`src/logic/decode_pkg.sv`:
```
package decode_pkg;

    // Widths fixed by the RV32I ISA
    localparam int xlen       = 32;
    localparam int reg_addr_w = 5;
    localparam int csr_addr_w = 12;

    // Machine status, scratch and the read-only cycle counter
    localparam logic [csr_addr_w-1:0] csr_status_addr  = 12'h300;
    localparam logic [csr_addr_w-1:0] csr_scratch_addr = 12'h340;
    localparam logic [csr_addr_w-1:0] csr_cycle_addr   = 12'hC00;

    // funct3 codes of the two supported SYSTEM instructions
    localparam logic [2:0] f3_csrrw  = 3'b001;
    localparam logic [2:0] f3_csrrwi = 3'b101;

    typedef enum logic [6:0] {
        opc_lui    = 7'b0110111,
        opc_auipc  = 7'b0010111,
        opc_jal    = 7'b1101111,
        opc_jalr   = 7'b1100111,
        opc_branch = 7'b1100011,
        opc_load   = 7'b0000011,
        opc_store  = 7'b0100011,
        opc_op_imm = 7'b0010011,
        opc_op     = 7'b0110011,
        opc_system = 7'b1110011
    } opcode_t;

    // imm_csr carries the 12-bit CSR address from bits 31:20
    typedef enum logic [2:0] {
        imm_i,
        imm_s,
        imm_b,
        imm_u,
        imm_j,
        imm_csr
    } imm_type_t;

    typedef enum logic [3:0] {
        alu_add,
        alu_sub,
        alu_sll,
        alu_slt,
        alu_sltu,
        alu_xor,
        alu_srl,
        alu_sra,
        alu_or,
        alu_and
    } alu_op_t;

    typedef enum logic [1:0] {
        res_alu,
        res_mem,
        res_pc_plus4,
        res_csr
    } result_src_t;

endpackage

```
`src/logic/control_unit.sv`:
```
`timescale 1ns/1ps

module control_unit import decode_pkg::*; (
    input  opcode_t     opcode,
    input  logic [2:0]  funct3,
    input  logic        funct7_5,
    output imm_type_t   imm_type,
    output alu_op_t     alu_op,
    output logic        alu_src,
    output result_src_t result_src,
    output logic        reg_write,
    output logic        mem_write,
    output logic        branch,
    output logic        jump,
    output logic        csr_write,
    output logic        csr_imm,
    output logic        illegal
);
    alu_op_t alu_f3;

    // funct7 bit 5 picks SUB only for register ops, SRA for both register and immediate shifts
    always_comb begin
        case (funct3)
            3'b000:  alu_f3 = (opcode == opc_op && funct7_5) ? alu_sub : alu_add;
            3'b001:  alu_f3 = alu_sll;
            3'b010:  alu_f3 = alu_slt;
            3'b011:  alu_f3 = alu_sltu;
            3'b100:  alu_f3 = alu_xor;
            3'b101:  alu_f3 = funct7_5 ? alu_sra : alu_srl;
            3'b110:  alu_f3 = alu_or;
            default: alu_f3 = alu_and;
        endcase
    end

    always_comb begin
        imm_type   = imm_i;
        alu_op     = alu_add;
        alu_src    = 1'b0;
        result_src = res_alu;
        reg_write  = 1'b0;
        mem_write  = 1'b0;
        branch     = 1'b0;
        jump       = 1'b0;
        csr_write  = 1'b0;
        csr_imm    = 1'b0;
        illegal    = 1'b0;
        case (opcode)
            opc_lui, opc_auipc: begin
                imm_type  = imm_u;
                alu_src   = 1'b1;
                reg_write = 1'b1;
            end
            opc_jal: begin
                imm_type   = imm_j;
                result_src = res_pc_plus4;
                reg_write  = 1'b1;
                jump       = 1'b1;
            end
            opc_jalr: begin
                alu_src    = 1'b1;
                result_src = res_pc_plus4;
                reg_write  = 1'b1;
                jump       = 1'b1;
            end
            opc_branch: begin
                imm_type = imm_b;
                alu_op   = alu_sub;
                branch   = 1'b1;
            end
            opc_load: begin
                alu_src    = 1'b1;
                result_src = res_mem;
                reg_write  = 1'b1;
            end
            opc_store: begin
                imm_type  = imm_s;
                alu_src   = 1'b1;
                mem_write = 1'b1;
            end
            opc_op_imm: begin
                alu_op    = alu_f3;
                alu_src   = 1'b1;
                reg_write = 1'b1;
            end
            opc_op: begin
                alu_op    = alu_f3;
                reg_write = 1'b1;
            end
            opc_system: begin
                imm_type = imm_csr;
                if (funct3 == f3_csrrw || funct3 == f3_csrrwi) begin
                    result_src = res_csr;
                    reg_write  = 1'b1;
                    csr_write  = 1'b1;
                    csr_imm    = funct3[2];
                end else begin
                    illegal = 1'b1;
                end
            end
            default: illegal = 1'b1;
        endcase
    end

endmodule

```
`src/logic/imm_extend.sv`:
```
`timescale 1ns/1ps

module imm_extend import decode_pkg::*; (
    input  logic [xlen-1:0] instr,
    input  imm_type_t       imm_type,
    output logic [xlen-1:0] imm
);
    logic sign;

    assign sign = instr[31];

    always_comb begin
        case (imm_type)
            imm_i: begin
                imm = {{20{sign}}, instr[31:20]};
            end
            imm_s: begin
                imm = {{20{sign}}, instr[31:25], instr[11:7]};
            end
            // Branch offsets are in halfwords, so bit 0 is always zero
            imm_b: begin
                imm = {{19{sign}}, sign, instr[7], instr[30:25], instr[11:8], 1'b0};
            end
            imm_u: begin
                imm = {instr[31:12], 12'b0};
            end
            imm_j: begin
                imm = {{11{sign}}, sign, instr[19:12], instr[20], instr[30:21], 1'b0};
            end
            // CSR address, never sign-extended
            imm_csr: begin
                imm = {{(xlen - csr_addr_w){1'b0}}, instr[31:20]};
            end
            default: begin
                imm = '0;
            end
        endcase
    end

endmodule

```
`src/logic/reg_file.sv`:
```
`timescale 1ns/1ps

module reg_file import decode_pkg::*; (
    input  logic                  clk,
    input  logic                  reset,
    input  logic                  we,
    input  logic [reg_addr_w-1:0] ra1,
    input  logic [reg_addr_w-1:0] ra2,
    input  logic [reg_addr_w-1:0] wa,
    input  logic [xlen-1:0]       wd,
    output logic [xlen-1:0]       rd1,
    output logic [xlen-1:0]       rd2
);
    // x0 has no storage
    logic [xlen-1:0] regs [1:31];
    logic            wr_active;

    assign wr_active = we && (wa != '0);

    always_ff @(posedge clk) begin
        if (reset) begin
            for (int i = 1; i < 32; i++) begin
                regs[i] <= '0;
            end
        end else if (wr_active) begin
            regs[wa] <= wd;
        end
    end

    // A read of the register being written this cycle sees the new value
    always_comb begin
        if (ra1 == '0)
            rd1 = '0;
        else if (wr_active && wa == ra1)
            rd1 = wd;
        else
            rd1 = regs[ra1];

        if (ra2 == '0)
            rd2 = '0;
        else if (wr_active && wa == ra2)
            rd2 = wd;
        else
            rd2 = regs[ra2];
    end

endmodule

```
`src/logic/csr_file.sv`:
```
`timescale 1ns/1ps

module csr_file import decode_pkg::*; (
    input  logic                  clk,
    input  logic                  reset,
    input  logic                  we,
    input  logic [csr_addr_w-1:0] addr,
    input  logic [xlen-1:0]       wdata,
    output logic [xlen-1:0]       rdata,
    output logic [xlen-1:0]       status
);
    logic [xlen-1:0] status_q;
    logic [xlen-1:0] scratch_q;
    logic [xlen-1:0] cycle_q;

    always_ff @(posedge clk) begin
        if (reset) begin
            status_q  <= '0;
            scratch_q <= '0;
        end else if (we) begin
            case (addr)
                csr_status_addr:  status_q  <= wdata;
                csr_scratch_addr: scratch_q <= wdata;
                default: begin
                    // cycle and unknown addresses are not writable
                end
            endcase
        end
    end

    // Counts every clock, whether the pipeline is stalled or not
    always_ff @(posedge clk) begin
        if (reset) begin
            cycle_q <= '0;
        end else begin
            cycle_q <= cycle_q + 1'b1;
        end
    end

    always_comb begin
        case (addr)
            csr_status_addr:  rdata = status_q;
            csr_scratch_addr: rdata = scratch_q;
            csr_cycle_addr:   rdata = cycle_q;
            default:          rdata = '0;
        endcase
    end

    assign status = status_q;

endmodule

```
`src/logic/instr_decode.sv`:
```
`timescale 1ns/1ps

module instr_decode import decode_pkg::*; (
    input  logic                  clk,
    input  logic                  reset,
    input  logic                  stall,
    input  logic                  instr_valid,
    input  logic [xlen-1:0]       instr,
    input  logic [xlen-1:0]       pc,
    input  logic [reg_addr_w-1:0] rd_w,
    input  logic [xlen-1:0]       result_w,
    input  logic                  reg_write_w,
    output logic                  valid_e,
    output logic [xlen-1:0]       pc_e,
    output logic [xlen-1:0]       pc_plus4_e,
    output logic [reg_addr_w-1:0] rs1_e,
    output logic [reg_addr_w-1:0] rs2_e,
    output logic [reg_addr_w-1:0] rd_e,
    output logic [xlen-1:0]       rd1_e,
    output logic [xlen-1:0]       rd2_e,
    output logic [xlen-1:0]       imm_e,
    output alu_op_t               alu_op_e,
    output logic                  alu_src_e,
    output result_src_t           result_src_e,
    output logic                  reg_write_e,
    output logic                  mem_write_e,
    output logic                  branch_e,
    output logic                  jump_e,
    output logic [xlen-1:0]       csr_rdata_e,
    output logic                  illegal_e,
    output logic [xlen-1:0]       status
);
    logic [reg_addr_w-1:0] rs1, rs2, rd;
    logic [xlen-1:0]       rd1, rd2, imm, csr_rdata, csr_wdata, pc_plus4;
    imm_type_t             imm_type;
    alu_op_t               alu_op;
    result_src_t           result_src;
    logic                  alu_src, reg_write, mem_write, branch, jump;
    logic                  csr_write, csr_imm, illegal, csr_we;

    assign rs1 = instr[19:15];
    assign rs2 = instr[24:20];
    assign rd  = instr[11:7];

    control_unit u_control (
        .opcode(opcode_t'(instr[6:0])), .funct3(instr[14:12]), .funct7_5(instr[30]),
        .imm_type(imm_type), .alu_op(alu_op), .alu_src(alu_src), .result_src(result_src),
        .reg_write(reg_write), .mem_write(mem_write), .branch(branch), .jump(jump),
        .csr_write(csr_write), .csr_imm(csr_imm), .illegal(illegal)
    );

    imm_extend u_imm (.instr(instr), .imm_type(imm_type), .imm(imm));

    reg_file u_regs (
        .clk(clk), .reset(reset), .we(reg_write_w), .ra1(rs1), .ra2(rs2),
        .wa(rd_w), .wd(result_w), .rd1(rd1), .rd2(rd2)
    );

    // CSRRWI writes the rs1 field as a zero-extended value
    assign csr_wdata = csr_imm ? {{(xlen - reg_addr_w){1'b0}}, rs1} : rd1;
    assign csr_we    = csr_write && instr_valid && !stall && !illegal;

    csr_file u_csrs (
        .clk(clk), .reset(reset), .we(csr_we), .addr(imm[csr_addr_w-1:0]),
        .wdata(csr_wdata), .rdata(csr_rdata), .status(status)
    );

    assign pc_plus4 = pc + xlen'(4);

    // ID/EX control, enables only pass for a valid instruction
    always_ff @(posedge clk) begin
        if (reset) begin
            valid_e     <= 1'b0;
            reg_write_e <= 1'b0;
            mem_write_e <= 1'b0;
            branch_e    <= 1'b0;
            jump_e      <= 1'b0;
            illegal_e   <= 1'b0;
        end else if (!stall) begin
            valid_e     <= instr_valid;
            reg_write_e <= instr_valid && reg_write;
            mem_write_e <= instr_valid && mem_write;
            branch_e    <= instr_valid && branch;
            jump_e      <= instr_valid && jump;
            illegal_e   <= instr_valid && illegal;
        end
    end

    // ID/EX payload
    always_ff @(posedge clk) begin
        if (!stall) begin
            pc_e         <= pc;
            pc_plus4_e   <= pc_plus4;
            rs1_e        <= rs1;
            rs2_e        <= rs2;
            rd_e         <= rd;
            rd1_e        <= rd1;
            rd2_e        <= rd2;
            imm_e        <= imm;
            alu_op_e     <= alu_op;
            alu_src_e    <= alu_src;
            result_src_e <= result_src;
            csr_rdata_e  <= csr_rdata;
        end
    end

endmodule

```
`config.mk`:
```
export PLATFORM = sky130hd
export DESIGN_NAME = instr_decode
export DESIGN_NICKNAME = d
export VERILOG_FILES = /design/src/logic/decode_pkg.sv /design/src/logic/control_unit.sv /design/src/logic/imm_extend.sv /design/src/logic/reg_file.sv /design/src/logic/csr_file.sv /design/src/logic/instr_decode.sv
export SDC_FILE = /design/constraint.sdc
export NUM_CORES = 2
export LEC_CHECK = 0
export BUFFER_PORTS_ARGS = -buffer_cell sky130_fd_sc_hd__buf_2
export CAP_MARGIN = 25
export CORE_UTILIZATION = 45
export CTS_CLUSTER_DIAMETER = 80
export DETAILED_ROUTE_END_ITERATION = 10
export PLACE_DENSITY_LB_ADDON = 0.2
export REMOVE_ABC_BUFFERS = 1
export SLEW_MARGIN = 25
export SYNTH_ARGS = -nofsm -noshare
export SYNTH_HDL_FRONTEND = slang
export SYNTH_SLANG_ARGS = --single-unit
```
`constraint.sdc`:
```
create_clock -name clk -period 10.3 [get_ports clk]
set_input_delay 1.545 -clock clk [delete_from_list [all_inputs] [get_ports clk]]
set_output_delay 1.545 -clock clk [all_outputs]
set_load 0.01 [all_outputs]
```
* After elaboration in Yosys (flattened, before gate mapping)
Memory sizes are Yosys's and may differ from the RTL's.
Index checks and enable logic that the tools add are counted.
** Cells by class
- Add/sub/neg operators :: 2
- Muxes and demuxes :: 32
- Eq/ne operators :: 26
- Reduce and logical (&&, ||, !) cells :: 29
** Operators by type and width (number)
- $pmux 32 s6 :: 1
- $mux 32 :: 5
- $pmux 32 s3 :: 1
- $add 32x1->32 const B :: 1
- $add 32x3->32 const B :: 1
- $reduce_or 32->1 :: 1
- $eq 7x7->1 const B :: 4
- $pmux 4 s7 :: 1
- $eq 12x10->1 const B :: 2
- $eq 7x6->1 const B :: 3
- $mux 1 :: 17
- $eq 3x3->1 const B :: 5
- $pmux 3 s5 :: 1
- $eq 7x5->1 const B :: 2
- $eq 12x12->1 const B :: 1
- $eq 3x2->1 const B :: 4
- $logic_and 1x1->1 :: 12
- $eq 5x5->1 :: 2
- $logic_not 5->1 :: 2
- $reduce_or 9->1 :: 1
- $pmux 4 s2 :: 1
- $eq 7x2->1 const B :: 1
- $reduce_or 7->1 :: 1
- $eq 3x1->1 const B :: 2
- 11 further kinds :: 17
** Storage, ports and cells
- RAM bits :: 992
- Output and inout bits :: 252
- Memories kept :: 1
- Bits in registers :: 316
- Input port bits :: 106
** Memory list
- u_regs.regs :: depth 31, width 32, rd ports 2, clocked after Yosys merged registers in 0, write ports 31, RTL line reg_file.sv:15 : logic [xlen-1:0] regs [1:31];

* Logic depth before layout (Yosys ltp)
- Depth after elaboration :: 8
- Depth in mapped cells :: 11

* By module
From an unflattened synthesis, not the netlist that was laid out.
** Second synthesis, totals
- Cell total of the unflattened synthesis :: 4943
- Area, all modules :: 68054.0 um^2
** By module, submodules not included
- reg_file :: seq. area each 30749.5 um^2, cells each 3923, times used 1, area an instance 55510.7 um^2
- instr_decode :: seq. area each 6486.2 um^2, cells each 355, times used 1, area an instance 7392.1 um^2
- csr_file :: seq. area each 1921.8 um^2, cells each 537, times used 1, area an instance 4261.6 um^2
- imm_extend :: seq. area each 0.0 um^2, cells each 72, times used 1, area an instance 494.2 um^2
- control_unit :: seq. area each 0.0 um^2, cells each 56, times used 1, area an instance 395.4 um^2

* Worst setup path after synthesis
OpenSTA, ideal clock, no wires.
- Kind :: input to register
- From :: in stall
- To :: reg alu_op_e[0], enable pin
- Arrival time :: 5630 ps
- Slack :: 4107 ps
- Cell stages on the path :: 1
- Data required time :: 9737 ps
- Path buffers :: 0
- Path through :: inv_1
** RTL lines
- start, declared :: RTL line instr_decode.sv:6 : input logic stall,
- end signal, assigned :: RTL line instr_decode.sv:100 : alu_op_e <= alu_op;
- end, declared :: RTL line instr_decode.sv:22 : output alu_op_t alu_op_e,
No word-level cell between the ends.

* Worst setup path after layout
- From :: in instr[16]
- To :: reg rd1_e[17] (data pin)
** On the way
- Word-level cells in the longest chain between the ends :: 4
- Elaborated cells between the ends (all ways) :: 6
- Classes of those cells :: eq/ne: 1; mux: 2; reduce/logical: 2; memory: 1
** Ends and longest elaborated chain
- start, declared :: RTL line instr_decode.sv:8 : input logic [xlen-1:0] instr,
- branches (longest 3 deep; another with $mem_v2 31x32)
- $mux 32 * :: RTL line reg_file.sv:32 : if (ra1 == '0)
- named net rd1[17] :: RTL line instr_decode.sv:34 : logic [xlen-1:0] rd1, rd2, imm, csr_rdata, csr_wdata, pc_plus4;
- end signal, assigned :: RTL line instr_decode.sv:97 : rd1_e <= rd1;
- end, declared :: RTL line instr_decode.sv:19 : output logic [xlen-1:0] rd1_e,
Mark *: on every way through the listed nets, which the timed path passes.
A chain may end at the register's enable or synchronous reset.

==> summary.txt <==
total setup buffers inserted after CTS - 0
fin nets - 4927
layout cells sized above 1 - 24.9%
Hold EP - u_csrs.scratch_q[26]
first-pass GRT wire length - 337 mm
Hold Path Origin - u_csrs.scratch_q[26]
Final Slew Violations - 0
Worst VDD drop - 0.168 mV
Sink Count - 1338
r2r worst-path depth - 7
starting density of the core - 45.4%
Placed Instances - 6597
final worst path period share - 45.7%
Ports - 358
ys async rst share - 0%
drt via density - 6.54
R2R Path Start - u_csrs.cycle_q[2]
Final Power - 0.0132 W
gpl congestion - 0.864
Yosys reg bits - 1338
leakage power total - 27.0 nW
mean routed wirelength per cell - 35.2 um
global route total overflow - 0
Worst Setup End Kind - flip-flop
max_slew headroom - 22.8%
yosys warns - 0
Worst EP arrival - 5.16 ns
H-tree levels - 4
Synth-to-Final Area Change - 12.6%
Mean Syn Cell Area - 14.5 um^2
PD cells - 174 mW/mm^2
post-synth top area share - 55.2%
worst skew pair latency - 0.79 ns
initial antenna violation count - 31
routed via count - 45000
Residual DRC - 0
Max-cap violations - 0
sequential cell area fraction in the yosys report - 58.3%
pin count of the biggest net entering global routing - 108
DIE AREA - 0.151 mm^2
area leader, netlist - edfxtp_1
synth top area cells - edfxtp_1, mux4_2, and2_1
Num CTS Buffers - 150
Post-synth EDFFs - 1236
vias in the first global route - 43300
clk buf depth - 3
status - completed
# hold bufs at CTS - 0
initial DRC count - 6900
Layout fillers - 12300
Core Box Area - 0.148 mm^2
worst-path maximum fanout - 42
Die X - 388 um
Post-Syn Area - 0.0672 mm^2
Synth Instances - 4624
clk_skew - 0.0311 ns
Distinct cells, synth - 69
Port Buffers - 357
setup TNS - 0 ns
Hold Crit Class - reg2reg
unrepaired setup endpoints after global routing - false
ys flop type - edfxtp_1
R2R Setup Slk - 7.29 ns
Critical R2R Capture - u_csrs.cycle_q[31]
total track usage - 31.8%
worst-margin pin slew - 1.15 ns
root buffer cell - clkbuf_16
Final ANT Viol Nets - 0
CP startpoint kind - input port
fin cells - 6887
Worst-path clk slew - 0.06 ns
critical path class - in2reg
die height - 388 um
CTS tree - done
CTS-repair resized insts - 0
Critical Path RT - 10.75 ns
Max Clk Rate - 212 MHz
final setup violation count - 0
hpwl dp - 135 mm
final wirelength - 242 mm
row cnt - 141
iteration count of the initial detailed-routing pass - 8
final worst path period need - 4.71 ns
hold path cells - 2
final hold violation count - 0
## cell usage after synthesis (all sizes together), types with 3 or more instances
library cell / number
a2111oi: 3
nor2b: 13
or2: 41
clkbuf: 321
edfxtp: 1236
mux2: 6
a211oi: 46
or3: 6
a311oi: 3
inv: 13
a211o: 6
mux4: 464
a221oi: 87
a31oi: 4
nor2: 145
o21ai: 73
nand3b: 6
nand2: 178
nand4: 17
o211ai: 12
o22ai: 5
a22oi: 91
dfxtp: 102
a22o: 49
nand2b: 16
mux2i: 260
and4: 5
and2: 1001
nand3: 86
o221ai: 4
a21o: 20
nor3: 17
nor4: 13
or3b: 4
xnor2: 30
a21oi: 48
buf: 121
xor2: 37
and3: 12
## report_power, final
group / internal (W) / total, W / switching (W)
sequential: 0.00626 / 0.00642 / 0.000161
combinational: 0.000562 / 0.00149 / 0.000924
clock: 0.00295 / 0.00525 / 0.00230
total: 0.00977 / 0.0132 / 0.00339
## area by class of cell
class	count	area, um^2	area share [%]
sequential	1338	39200	51.8
timing repair buffer	454	2660	3.51
tap	1930	2410	3.19
antenna	16	40.0	0.0529
multi-input combinational	2862	26600	35.2
clock buffer	195	4030	5.32
clock inverter	79	697	0.921
inverter	13	56.3	0.0744
## flip-flops by register name (all words and copies together), names as in the netlist, 30 cells and up
register	cells
u_regs.regs	1024
csr_rdata_e	32
imm_e	32
pc_e	32
rd1_e	32
rd2_e	32
u_csrs.cycle_q	32
u_csrs.scratch_q	32
u_csrs.status	32
pc_plus4_e	30
## cell families (layout without fill, tap and decap cells)
kind of cell	count (synthesis)	in the layout	synth area share, %
mux	730	730	19.5
xor+xnor	67	67	0.873
simple gates	1564	1564	13.3
flops	1338	1338	58.3
compound gates	467	467	5.13
buf+inv	455	741	2.82
fa+ha+maj	2	2	0.0372
other cells	1	48	0.00558
## layout by cell type (no fill, tap or decap), drive strengths merged, types with 7 or more instances in the layout
master,count
and3,12
edfxtp,1236
clkinv,59
xnor2,30
xor2,37
a21o,20
and2,1001
a211oi,46
o211ai,12
bufinv,7
dfxtp,102
inv,24
mux4,464
nor2,145
diode,16
clkbuf,196
o21ai,73
a221oi,87
nand2b,16
nor4,13
nor2b,13
a22oi,91
nor3,17
nand3,86
buf,453
nand2,178
mux2i,260
or2,41
conb,32
a21oi,48
a22o,49
nand4,17
## worst max-delay path, stage by stage
cell and delay (ns):
clkbuf_8 0.40, buf_4 0.57, xor2_1 0.13, nor3_1 0.30
and3_2 0.56, buf_4 0.55, nor4_1 0.17, nor2_1 0.80
## per-stage QoR
stage	util, %	setup slack [ns]	hold WS [ns]	area, um^2
after CTS	51.1	5.74	0.456	75600
after detailed placement	47.9	4.92	0.442	70900
after global routing	51.1	5.47	0.480	75600
after global placement	47.9	4.87	0.434	70900
final	51.1	5.59	0.453	75600
after floorplan	-	4.11	0.425	65500
## worst max path at each step
stage          slack (ns)  startpoint  cells past startpoint                   end
3_3_place_gp         4.87   instr[16]                     10  u_csrs.scratch_q[17]
4_1_cts              5.74   instr[16]                     10     u_csrs.status[17]
5_1_grt              5.47   instr[16]                     10     u_csrs.status[17]
2_1_floorplan        4.11       stall                      1           alu_op_e[0]
6_report             5.59   instr[16]                      8             rd1_e[17]
3_5_place_dp         4.92   instr[16]                     10     u_csrs.status[17]
## per-layer routing
metal  wire length (um)  track usage [%]  vias up
met1              93400             44.2    23200
met4               9230             11.5       14
met2             109000             48.0     3158
li1                   -                -    18000
met3              31000             8.70      570
met5                102                0        -
No activity file was read; power rests on OpenSTA's default activity.
